$ cat src/conv_macros.svh
`ifndef CONV_MACROS_SVH
`define CONV_MACROS_SVH

// Image geometry.
`define CONV_IMG_W 12
`define CONV_IMG_H 12

// Kernel side, in pixels.
`define CONV_K 5

// Pixels and weights share one width.
`define CONV_PIX_W 6

// Byte address into the 144-entry pixel buffer.
`define CONV_ADDR_W 8

// Holds 25 * 63 * 63 without overflow.
`define CONV_SUM_W 18

`endif

$ cat src/conv_pkg.sv
`default_nettype none

package conv_pkg;

  // ********************************************************************
  // Host command opcodes
  // ********************************************************************
  typedef enum logic [1:0] {
    OP_WR_PIXEL  = 2'd0,  // Pixel into buffer.
    OP_WR_KERNEL = 2'd1,  // Weight into kernel register.
    OP_RD_PIXEL  = 2'd2,  // Pixel read-back.
    OP_START     = 2'd3   // Begin a run.
  } cmd_op_t;

  // ********************************************************************
  // Window fetcher states
  // ********************************************************************
  typedef enum logic [1:0] {
    FS_IDLE = 2'd0,
    FS_READ = 2'd1,  // Gathering 25 taps.
    FS_EMIT = 2'd2   // Window handed to MAC.
  } fetch_state_t;

endpackage

`default_nettype wire

$ cat src/pixel_bus_if.sv
`timescale 1ns/10ps
`default_nettype none

`include "conv_macros.svh"

// One requester's path into the pixel buffer.
interface pixel_bus_if;

  logic                    req;
  logic                    we;
  logic [`CONV_ADDR_W-1:0] addr;
  logic [`CONV_PIX_W-1:0]  wdata;
  logic                    gnt;
  logic [`CONV_PIX_W-1:0]  rdata;  // Valid one cycle after gnt.

  modport requester (
    output req,
    output we,
    output addr,
    output wdata,
    input  gnt,
    input  rdata
  );

  modport arbiter (
    input  req,
    input  we,
    input  addr,
    input  wdata,
    output gnt,
    output rdata
  );

endinterface

`default_nettype wire

$ cat src/pixel_buffer.sv
`timescale 1ns/10ps
`default_nettype none

`include "conv_macros.svh"

module pixel_buffer (
  input wire           clk,
  pixel_bus_if.arbiter host,
  pixel_bus_if.arbiter fetch
);

  localparam int DEPTH = `CONV_IMG_W * `CONV_IMG_H;

  logic [`CONV_PIX_W-1:0]  mem [DEPTH];

  logic                    acc_en;
  logic                    acc_we;
  logic [`CONV_ADDR_W-1:0] acc_addr;
  logic [`CONV_PIX_W-1:0]  acc_wdata;
  logic [`CONV_PIX_W-1:0]  rd_word;

  // ********************************************************************
  // Fixed priority, host first
  // ********************************************************************
  assign host.gnt  = host.req;               // Host never waits.
  assign fetch.gnt = fetch.req & ~host.req;

  // Single port, muxed to the winner.
  always_comb begin
    acc_en = host.req | fetch.req;
    if (host.req) begin
      acc_we    = host.we;
      acc_addr  = host.addr;
      acc_wdata = host.wdata;
    end else begin
      acc_we    = fetch.we;
      acc_addr  = fetch.addr;
      acc_wdata = fetch.wdata;
    end
  end

  assign rd_word = mem[acc_addr];

  // ********************************************************************
  // Storage and registered read data
  // ********************************************************************
  always_ff @(posedge clk) begin
    if (acc_en && acc_we && (acc_addr < `CONV_ADDR_W'(DEPTH))) begin
      mem[acc_addr] <= acc_wdata;
    end
    if (host.gnt) begin
      host.rdata <= rd_word;
    end
    if (fetch.gnt) begin
      fetch.rdata <= rd_word;  // Only the winner's data moves.
    end
  end

endmodule

`default_nettype wire

$ cat src/host_cmd_decoder.sv
`timescale 1ns/10ps
`default_nettype none

`include "conv_macros.svh"

module host_cmd_decoder (
  input wire                     clk,
  input wire                     arst_n,
  input wire                     cmd_valid,
  input wire conv_pkg::cmd_op_t  cmd_op,
  input wire [`CONV_ADDR_W-1:0]  cmd_addr,
  input wire [`CONV_PIX_W-1:0]   cmd_data,
  input wire                     busy,
  pixel_bus_if.requester         bus,
  output logic [`CONV_K*`CONV_K*`CONV_PIX_W-1:0] weights,
  output logic                   start,
  output logic                   rd_valid,
  output logic [`CONV_PIX_W-1:0] rd_data
);

  localparam int NTAP = `CONV_K * `CONV_K;

  logic [NTAP-1:0][`CONV_PIX_W-1:0] kern_q;

  logic is_wr_pix;
  logic is_wr_kern;
  logic is_rd_pix;

  // ********************************************************************
  // Command decode
  // ********************************************************************
  assign is_wr_pix  = cmd_valid && (cmd_op == conv_pkg::OP_WR_PIXEL);
  assign is_wr_kern = cmd_valid && (cmd_op == conv_pkg::OP_WR_KERNEL);
  assign is_rd_pix  = cmd_valid && (cmd_op == conv_pkg::OP_RD_PIXEL);

  // Starts during a run are dropped.
  assign start = cmd_valid && (cmd_op == conv_pkg::OP_START) && !busy;

  // Pixel accesses go out in the strobe cycle.
  assign bus.req   = is_wr_pix | is_rd_pix;
  assign bus.we    = is_wr_pix;
  assign bus.addr  = cmd_addr;
  assign bus.wdata = cmd_data;

  assign weights = kern_q;
  assign rd_data = bus.rdata;  // Buffer registers it already.

  // ********************************************************************
  // Kernel registers and read-back flag
  // ********************************************************************
  always_ff @(posedge clk or negedge arst_n) begin
    if (!arst_n) begin
      kern_q   <= '0;
      rd_valid <= 1'b0;
    end else begin
      rd_valid <= is_rd_pix & bus.gnt;
      if (is_wr_kern && (cmd_addr < `CONV_ADDR_W'(NTAP))) begin
        kern_q[cmd_addr[4:0]] <= cmd_data;
      end
    end
  end

endmodule

`default_nettype wire

$ cat src/window_fetcher.sv
`timescale 1ns/10ps
`default_nettype none

`include "conv_macros.svh"

module window_fetcher (
  input wire             clk,
  input wire             arst_n,
  input wire             start,
  pixel_bus_if.requester bus,
  output logic           busy,
  output logic           window_valid,
  output logic           window_last,
  output logic [`CONV_K*`CONV_K*`CONV_PIX_W-1:0] window
);

  localparam int NTAP  = `CONV_K * `CONV_K;
  localparam int OUT_W = `CONV_IMG_W - `CONV_K + 1;
  localparam int OUT_H = `CONV_IMG_H - `CONV_K + 1;
  localparam int PW    = $clog2(OUT_W > OUT_H ? OUT_W : OUT_H);
  localparam int TW    = $clog2(`CONV_K);
  localparam int CW    = $clog2(NTAP);

  conv_pkg::fetch_state_t state_q;

  logic [PW-1:0] row_q;
  logic [PW-1:0] col_q;
  logic [TW-1:0] trow_q;
  logic [TW-1:0] tcol_q;
  logic          issued_q;  // All taps requested.
  logic [CW-1:0] recv_q;    // Taps returned so far.
  logic          pend_q;    // Read data due this cycle.
  logic          bus_take;
  logic          last_pos;

  logic [NTAP-1:0][`CONV_PIX_W-1:0] window_q;
  logic [`CONV_ADDR_W-1:0]          pix_row;
  logic [`CONV_ADDR_W-1:0]          pix_col;

  // ********************************************************************
  // Read requests
  // ********************************************************************
  assign bus.req   = (state_q == conv_pkg::FS_READ) && !issued_q;
  assign bus.we    = 1'b0;
  assign bus.wdata = '0;
  assign bus_take  = bus.req & bus.gnt;

  always_comb begin
    pix_row  = `CONV_ADDR_W'(row_q) + `CONV_ADDR_W'(trow_q);
    pix_col  = `CONV_ADDR_W'(col_q) + `CONV_ADDR_W'(tcol_q);
    bus.addr = pix_row * `CONV_ADDR_W'(`CONV_IMG_W) + pix_col;
  end

  assign last_pos = (row_q == PW'(OUT_H - 1)) && (col_q == PW'(OUT_W - 1));

  assign busy         = (state_q != conv_pkg::FS_IDLE);
  assign window_valid = (state_q == conv_pkg::FS_EMIT);
  assign window_last  = window_valid && last_pos;
  assign window       = window_q;

  // ********************************************************************
  // Control FSM
  // ********************************************************************
  always_ff @(posedge clk or negedge arst_n) begin
    if (!arst_n) begin
      state_q  <= conv_pkg::FS_IDLE;
      row_q    <= '0;
      col_q    <= '0;
      trow_q   <= '0;
      tcol_q   <= '0;
      issued_q <= 1'b0;
      recv_q   <= '0;
      pend_q   <= 1'b0;
    end else begin
      pend_q <= bus_take;
      case (state_q)
        conv_pkg::FS_IDLE: begin
          if (start) begin
            row_q    <= '0;
            col_q    <= '0;
            trow_q   <= '0;
            tcol_q   <= '0;
            issued_q <= 1'b0;
            recv_q   <= '0;
            state_q  <= conv_pkg::FS_READ;
          end
        end
        conv_pkg::FS_READ: begin
          if (bus_take) begin  // Step tap in raster order.
            if (tcol_q == TW'(`CONV_K - 1)) begin
              tcol_q <= '0;
              if (trow_q == TW'(`CONV_K - 1)) issued_q <= 1'b1;
              else trow_q <= trow_q + 1'b1;
            end else begin
              tcol_q <= tcol_q + 1'b1;
            end
          end
          if (pend_q) begin
            recv_q <= recv_q + 1'b1;
            if (recv_q == CW'(NTAP - 1)) state_q <= conv_pkg::FS_EMIT;
          end
        end
        conv_pkg::FS_EMIT: begin
          trow_q   <= '0;
          tcol_q   <= '0;
          issued_q <= 1'b0;
          recv_q   <= '0;
          if (last_pos) begin
            state_q <= conv_pkg::FS_IDLE;
          end else begin
            if (col_q == PW'(OUT_W - 1)) begin
              col_q <= '0;
              row_q <= row_q + 1'b1;
            end else begin
              col_q <= col_q + 1'b1;
            end
            state_q <= conv_pkg::FS_READ;
          end
        end
        default: state_q <= conv_pkg::FS_IDLE;
      endcase
    end
  end

  // First tap ends up in slot 0.
  always_ff @(posedge clk) begin
    if (pend_q) window_q <= {bus.rdata, window_q[NTAP-1:1]};
  end

endmodule

`default_nettype wire

$ cat src/conv5x5_mac.sv
`timescale 1ns/10ps
`default_nettype none

`include "conv_macros.svh"

module conv5x5_mac (
  input wire                                   clk,
  input wire                                   arst_n,
  input wire                                   window_valid,
  input wire                                   window_last,
  input wire [`CONV_K*`CONV_K*`CONV_PIX_W-1:0] window,
  input wire [`CONV_K*`CONV_K*`CONV_PIX_W-1:0] weights,
  output logic                                 result_valid,
  output logic [`CONV_SUM_W-1:0]               result_data,
  output logic                                 done
);

  localparam int NTAP   = `CONV_K * `CONV_K;
  localparam int PROD_W = 2 * `CONV_PIX_W;
  localparam int LEVELS = $clog2(NTAP);  // Five for 25 taps.

  logic [PROD_W-1:0]      prod [NTAP];
  logic [`CONV_SUM_W-1:0] tree [LEVELS+1][NTAP];

  // ********************************************************************
  // Multipliers
  // ********************************************************************
  always_comb begin
    for (int i = 0; i < NTAP; i++) begin
      prod[i] = window[i*`CONV_PIX_W +: `CONV_PIX_W] * weights[i*`CONV_PIX_W +: `CONV_PIX_W];
    end
  end

  // ********************************************************************
  // Adder tree
  // ********************************************************************
  // Pairs add, an odd node passes through. 25, 13, 7, 4, 2, 1.
  always_comb begin
    int cnt;
    cnt = NTAP;
    for (int n = 0; n < NTAP; n++) begin
      tree[0][n] = `CONV_SUM_W'(prod[n]);
    end
    for (int lv = 1; lv <= LEVELS; lv++) begin
      for (int n = 0; n < NTAP; n++) begin
        if (2*n + 1 < cnt) begin
          tree[lv][n] = tree[lv-1][2*n] + tree[lv-1][2*n+1];
        end else if (2*n < cnt) begin
          tree[lv][n] = tree[lv-1][2*n];
        end else begin
          tree[lv][n] = '0;
        end
      end
      cnt = (cnt + 1) / 2;
    end
  end

  // ********************************************************************
  // Output register
  // ********************************************************************
  always_ff @(posedge clk or negedge arst_n) begin
    if (!arst_n) begin
      result_valid <= 1'b0;
      result_data  <= '0;
      done         <= 1'b0;
    end else begin
      result_valid <= window_valid;
      done         <= window_valid & window_last;  // Flags 64th result.
      if (window_valid) result_data <= tree[LEVELS][0];
    end
  end

endmodule

`default_nettype wire

$ cat src/conv_engine_top.sv
`timescale 1ns/10ps
`default_nettype none

`include "conv_macros.svh"

module conv_engine_top (
  input wire                      clk,
  input wire                      arst_n,
  input wire                      cmd_valid,
  input wire conv_pkg::cmd_op_t   cmd_op,
  input wire [`CONV_ADDR_W-1:0]   cmd_addr,
  input wire [`CONV_PIX_W-1:0]    cmd_data,
  output logic                    rd_valid,
  output logic [`CONV_PIX_W-1:0]  rd_data,
  output logic                    busy,
  output logic                    result_valid,
  output logic [`CONV_SUM_W-1:0]  result_data,
  output logic                    done
);

  localparam int WIN_W = `CONV_K * `CONV_K * `CONV_PIX_W;

  logic             start;
  logic [WIN_W-1:0] weights;
  logic [WIN_W-1:0] window;
  logic             window_valid;
  logic             window_last;

  // Two peers on the one pixel buffer.
  pixel_bus_if host_bus ();
  pixel_bus_if fetch_bus ();

  host_cmd_decoder u_decoder (
    .clk      (clk),
    .arst_n   (arst_n),
    .cmd_valid(cmd_valid),
    .cmd_op   (cmd_op),
    .cmd_addr (cmd_addr),
    .cmd_data (cmd_data),
    .busy     (busy),
    .bus      (host_bus.requester),
    .weights  (weights),
    .start    (start),
    .rd_valid (rd_valid),
    .rd_data  (rd_data)
  );

  window_fetcher u_fetcher (
    .clk         (clk),
    .arst_n      (arst_n),
    .start       (start),
    .bus         (fetch_bus.requester),
    .busy        (busy),
    .window_valid(window_valid),
    .window_last (window_last),
    .window      (window)
  );

  pixel_buffer u_buffer (
    .clk  (clk),
    .host (host_bus.arbiter),
    .fetch(fetch_bus.arbiter)
  );

  conv5x5_mac u_mac (
    .clk         (clk),
    .arst_n      (arst_n),
    .window_valid(window_valid),
    .window_last (window_last),
    .window      (window),
    .weights     (weights),
    .result_valid(result_valid),
    .result_data (result_data),
    .done        (done)
  );

endmodule

`default_nettype wire

$ cat config.mk
export PLATFORM = sky130hd
export DESIGN_NAME = conv_engine_top
export DESIGN_NICKNAME = d
export VERILOG_FILES = /design/src/conv_pkg.sv /design/src/pixel_bus_if.sv /design/src/pixel_buffer.sv /design/src/host_cmd_decoder.sv /design/src/window_fetcher.sv /design/src/conv5x5_mac.sv /design/src/conv_engine_top.sv
export VERILOG_INCLUDE_DIRS = /design/src
export SDC_FILE = /design/constraint.sdc
export NUM_CORES = 2
export LEC_CHECK = 0
export ABC_CLOCK_PERIOD_IN_PS = 23500
export BUFFER_PORTS_ARGS = -buffer_cell sky130_fd_sc_hd__buf_2
export CORE_ASPECT_RATIO = 0.7
export CORE_MARGIN = 2
export CORE_UTILIZATION = 35
export CTS_CLUSTER_DIAMETER = 100
export CTS_CLUSTER_SIZE = 25
export DETAILED_ROUTE_END_ITERATION = 16
export PLACE_DENSITY = 0.54
export SLEW_MARGIN = 20
export SYNTH_ARGS = -nofsm -noshare
export SYNTH_HDL_FRONTEND = slang
export SYNTH_HIERARCHICAL = 1
export SYNTH_SLANG_ARGS = --single-unit
$ cat constraint.sdc
create_clock -name clk -period 23.5 [get_ports clk]
set_clock_uncertainty 0.1 [all_clocks]
set_input_delay 0 -clock clk [delete_from_list [all_inputs] [get_ports clk]]
set_output_delay 0 -clock clk [all_outputs]
set_load 0.02 [all_outputs]
-- Word level (Yosys, flattened, before mapping)
Memory sizes are Yosys's and may differ from the RTL's.
Index checks and enable logic that the tools add are counted.
- register bits: 354
- bits in latches: 0
- memory bits (writable): 864
- bits in read-only memories: 0
- input port bits: 19
- output and inout port bits: 28
- logic and storage cells: 214
- memories: 1
- add/subtract/negate cells: 32
- $mul: 26
- divide/modulo/power cells: 0
- $lt $le $gt $ge: 4
- eq/ne operators: 19
- shift operators: 0
- muxes and demuxes: 35
- bitwise logic cells: 7
- reduce and logical (&&, ||, !) cells: 26
- memories (name ; words ; width ; read ports ; clocked after memory_dff ; write ports ; RTL line ; source):
    u_buffer.mem ; 144 ; 6 ; 1 ; 0 ; 1 ; pixel_buffer.sv:14 ; logic [`CONV_PIX_W-1:0] mem [DEPTH];
- operators by type and width (cell ; count):
    multiplier 6 x 6 -> 12 bit ; 25
    adder 18 bit ; 11
    adder 12 x 12 -> 13 bit ; 12
    bitwise mux 150 bit ; 1
    demux 6 bit (select 5 bit) ; 1
    two-way mux 3 bit ; 10
    adder 18 x 12 -> 18 bit ; 1
    one-hot mux 3 bit (3 select lines) ; 2
    one-hot mux 5 bit (3 select lines) ; 1
    != test 2 bit (second input constant) ; 7
    adder 3 x 1 -> 3 bit (second input constant) ; 4
    == test 3 bit (second input constant) ; 4
    logical AND 1 bit ; 12
    two-way mux 6 bit ; 2
    one-hot mux 3 bit (2 select lines) ; 2
    AND reduction 3 bit ; 4
    two-way mux 5 bit ; 2
    AND reduction 5 bit ; 2
    adder 3 x 3 -> 4 bit ; 2
    adder 8 bit ; 1
    < comparator 8 x 5 -> 1 bit (second input constant) ; 1
    < comparator 8 bit (second input constant) ; 1
    multiplier 8 x 2 -> 6 bit (second input constant) ; 1
    two-way mux 1 bit ; 8
    19 further kinds ; 32

-- Depth between registers and ports, before layout
- word-level depth: 8
- gate-level depth with buffers: 32
- mapped depth without buffers: 32

-- Modules after synthesis
The synthesis kept the hierarchy.
- modules (own cells, without submodules) (module ; times used ; cells each ; area an instance (sq um) ; sequential area each (sq um)):
    pixel_buffer ; 1 ; 1753 ; 34509.3 ; 26305.2
    conv5x5_mac ; 1 ; 3284 ; 32160.8 ; 475.5
    host_cmd_decoder ; 1 ; 391 ; 6246.0 ; 3778.6
    window_fetcher ; 1 ; 306 ; 6043.3 ; 5029.8

-- Least setup slack after synthesis
OpenSTA, ideal clock, no wires.
- path kind: flip-flop to flip-flop
- from: register u_fetcher.window_q, in the netlist u_fetcher/window[9]
- to: register u_mac.result_data[12]
- setup time: 0.125 ns
- data arrival time: 8.210 ns
- required time: 23.275 ns
- setup slack: 15.065 ns
- cell stages (with the launch flop): 26
- path buffers: 0
- clock period less this slack: 8.435 ns
- cell sequence: edfxtp_1 > and2_1 > fa_1 > inv_1 > fa_1 > fa_1 > fa_1 > inv_1 > fa_1 > fa_1 > inv_1 > fa_1 > fa_1 > inv_1 > fa_1 > fa_1 > fa_1 > inv_1 > fa_1 > inv_1 > ha_1 > a21o_1 > a311o_1 > a31oi_4 > xnor2_1 > mux2_4
- longest elaborated chain between the ends: 6
- ends and longest elaborated chain (what ; RTL line ; source):
    start: declaration ; window_fetcher.sv:36 ; logic [NTAP-1:0][`CONV_PIX_W-1:0] window_q;
    start signal: assignment ; window_fetcher.sv:127 ; if (pend_q) window_q <= {bus.rdata, window_q[NTAP-1:1]};
    multiplier 6 x 6 -> 12 bit ; conv5x5_mac.sv:30 ; prod[i] = window[i*`CONV_PIX_W +: `CONV_PIX_W] * weights[i*`CONV_PIX_W +: `CONV_PIX_W];
    adder 12 x 12 -> 13 bit ; conv5x5_mac.sv:47 ; tree[lv][n] = tree[lv-1][2*n] + tree[lv-1][2*n+1];
    adder 18 bit (4 in a row) ; conv5x5_mac.sv:47 ;
    end signal: assignment ; conv5x5_mac.sv:69 ; if (window_valid) result_data <= tree[LEVELS][0];
    end: declaration ; conv5x5_mac.sv:14 ; output logic [`CONV_SUM_W-1:0] result_data,
No other way between the ends.
A chain may end at the register's enable or synchronous reset.

-- Worst setup path after layout
- from: register u_fetcher.window_q, in the netlist u_fetcher/window[57]
- to: register u_mac.result_data[15]
Same word-level chain as after synthesis.

==> run summary <==
Crit-path slowest cell = edfxtp_1
H-tree levels = 2
CP max FO = 7
Syn_area_per_cell = 13.77 µm²
1st-pass router iterations = 6
Dominant cells by area after synthesis = edfxtp_1, fa_1, ha_1
Fill cells = 21140
Final cell utilization of the core = 37.91%
Clk buf depth = 3
Total gr overflow = 0
Port bufs = 45
PD cells = 79.62 nW/µm²
# setup viols final = 0
# IOs = 47
Worst Setup End Kind = register
Setup crit start kind = register
Post-Syn Instances = 5734
Initial core utilization = 35.30%
Vias in the first global route = 46011
Vias per cell = 5.015
Fin Setup TNS = 0 ns
Worst Setup Path Type = reg -> reg
Clock Tree Root = clkbuf_16
Clock sinks = 1217
Clock Pin Slew Worst Setup and Hold Paths = 0.10 ns
Cell variety after synth = 75
Most frequent cells in the layout = inv_1, edfxtp_1, fa_1, and2_1, nand2_1
Area Overhead vs Synth = 7.389%
GRT Util Overall = 19.39%
Max cap viols = 0
DPL Wire Length = 166500 µm
Register area share after synthesis = 45.07%
Later-pin clock latency in the skew report = 0.77 ns
CP arrival = 9.88 ns
Cell taking the most area after synthesis = edfxtp_1
DRT iter0 DRCs = 4209
Die Span Y = 401.4 µm
PostCTS Resize Cnt = 0
Leak = 0.03639 µW
Min-Delay Path Class = in -> reg
Yosys top cell area share = 39.02%
Total Power = 6751 µW
RSZ-0062 raised after global routing = false
Via count = 44224
Routed len/inst = 25.03 µm
Mapped cell area = 78960 µm²
Minimum clock period after layout = 9.329 ns
Most frequent CP cell = fa_1
Tightest Pin Transition = 1.200 ns
Final wirelength = 220800 µm
GP Congestion = 0.8982
Post-synth EDFFs = 1026
Async set-reset flop share out of synthesis = 15.69%
Most common cell after layout, fill and taps aside = inv_1
Die Area = 229500 µm²
Register area = 35590 µm²
Nets = 7079
Status = finished, final reports clean
Width of the die = 571.7 µm
Drc violations = 0
Core area = 223700 µm²
CTS tree = yes
Synth warnings = 6
Post-route ant nets = 0
Maximum achievable frequency = 0.1072 GHz
Main synth FF type = edfxtp_1
Ratio of cells with drive above 1 in the final layout = 10.10%
Final hold violations = 0
Row cnt = 145
Max_slew headroom = 19.54%
Final period util = 39.70%
First-pass GRT wire length = 322700 µm
CP top delay family = adder cells
Initial antenna violation count = 20
Largest net degree at the start of global routing = 103
Required @ worst endpoint = 24.05 ns
Max Slew Vio Count = 0
Buf+Inv Stages, Crit Path = 9
TritonCTS Buffers = 61
Area occupied by multi-input gates = 38780 µm²
#FFs+latches synth = 1217
Peak VDD IR = 0.0001252 V
CP max stage delay = 0.66 ns
## through the flow
stage	worst slack, ns	std cells	area [µm²]	hold WS [ns]
after floorplan	15.07	5740	78980	-0.3956
after global placement	14.22	8698	82680	-0.02725
after detailed placement	14.25	8700	82720	-0.03660
after CTS	14.25	8817	84780	0.002282
after global routing	13.94	8819	84790	0.04921
final	14.17	8819	84790	0.06193
## sequential cells by signal (all words and copies together), names as in the netlist
| name | cells |
|---|---|
| u_buffer/host.rdata | 6 |
| u_buffer/mem | 864 |
| u_mac/done | 1 |
| u_fetcher/state_q | 2 |
| u_mac/result_data | 17 |
| u_fetcher/pend_q | 1 |
| u_fetcher/recv_q | 5 |
| u_fetcher/issued_q | 1 |
| u_fetcher/window | 150 |
| u_fetcher/tcol_q | 3 |
| u_decoder/weights | 150 |
| u_buffer/fetch.rdata | 6 |
| u_fetcher/row_q | 3 |
| u_decoder/rd_valid | 1 |
| u_fetcher/trow_q | 3 |
| u_fetcher/col_q | 3 |
| u_mac/result_valid | 1 |
## cells in the mapped netlist (all sizes together), types with 27 or more instances
| master | n |
|---|---|
| inv | 1043 |
| edfxtp | 1026 |
| fa | 875 |
| and2 | 606 |
| nand2 | 469 |
| ha | 417 |
| mux4 | 205 |
| dfrtp | 191 |
| mux2 | 180 |
| nor2 | 174 |
| buf | 96 |
| mux2i | 61 |
| clkbuf | 55 |
| nand3 | 55 |
| nand4 | 27 |
| nor3 | 27 |
## final timing paths
check / cells after the start / to / startpoint / slack (ns)
max reg2reg: 28 / u_mac/result_data[15] / u_fetcher/window[57] / 14.17
max: 28 / u_mac/result_data[15] / u_fetcher/window[57] / 14.17
max in group asynchronous: 5 / u_decoder/weights[34] / arst_n / 21.27
min in group asynchronous: 4 / u_decoder/weights[114] / arst_n / 0.29
min reg2reg: 0 / u_fetcher/window[149] / u_buffer/fetch.rdata[5] / 0.38
min: 3 / u_decoder/rd_valid / cmd_op[1] / 0.06
## layer usage
metal  routed length [µm]  track usage (%)
met1               107900            30.96
met2                87390            25.67
met3                21150            5.638
met4                 4340            3.678
met5                    7                0
## tightest hold or removal path, stage by stage
cell and delay (ns):
dlygate4sd3_1 0.53, buf_2 0.18, and3_1 0.16
## layout make-up
type / count / area share, %
multi-input combinational: 3329 / 45.73
sequential: 1217 / 41.98
inverter: 1043 / 4.617
tap: 3013 / 4.446
clock buffer: 81 / 1.914
timing repair buffer: 116 / 1.028
clock inverter: 18 / 0.2818
antenna: 2 / 0.005902
## power by group
group          internal [µW]  total [µW]  switching, µW
registers               2580        2880            297
clock network            503        1250            751
logic                    922        2620           1700
total                   4000        6750           2750
## what timing repair did
item,in CTS,in global routing
hold buffers,18,0
endpoints found under the hold margin,247,0
buffers inserted,0,0
## cells by family (layout without fill, tap and decap cells)
logic type	count (synthesis)	in the layout	share of synthesized area, %
DFF	1217	1217	45.07
AOI/OAI and AO/OA	127	127	1.147
other	2	10	0.009511
muxes	446	446	9.254
buffers and inverters	1194	1258	5.996
and+or+nand+nor	1431	1431	9.451
xor gates and xnor gates	25	25	0.2773
adders and majority gates	1292	1292	28.79
No activity file was read; power rests on OpenSTA's default activity.
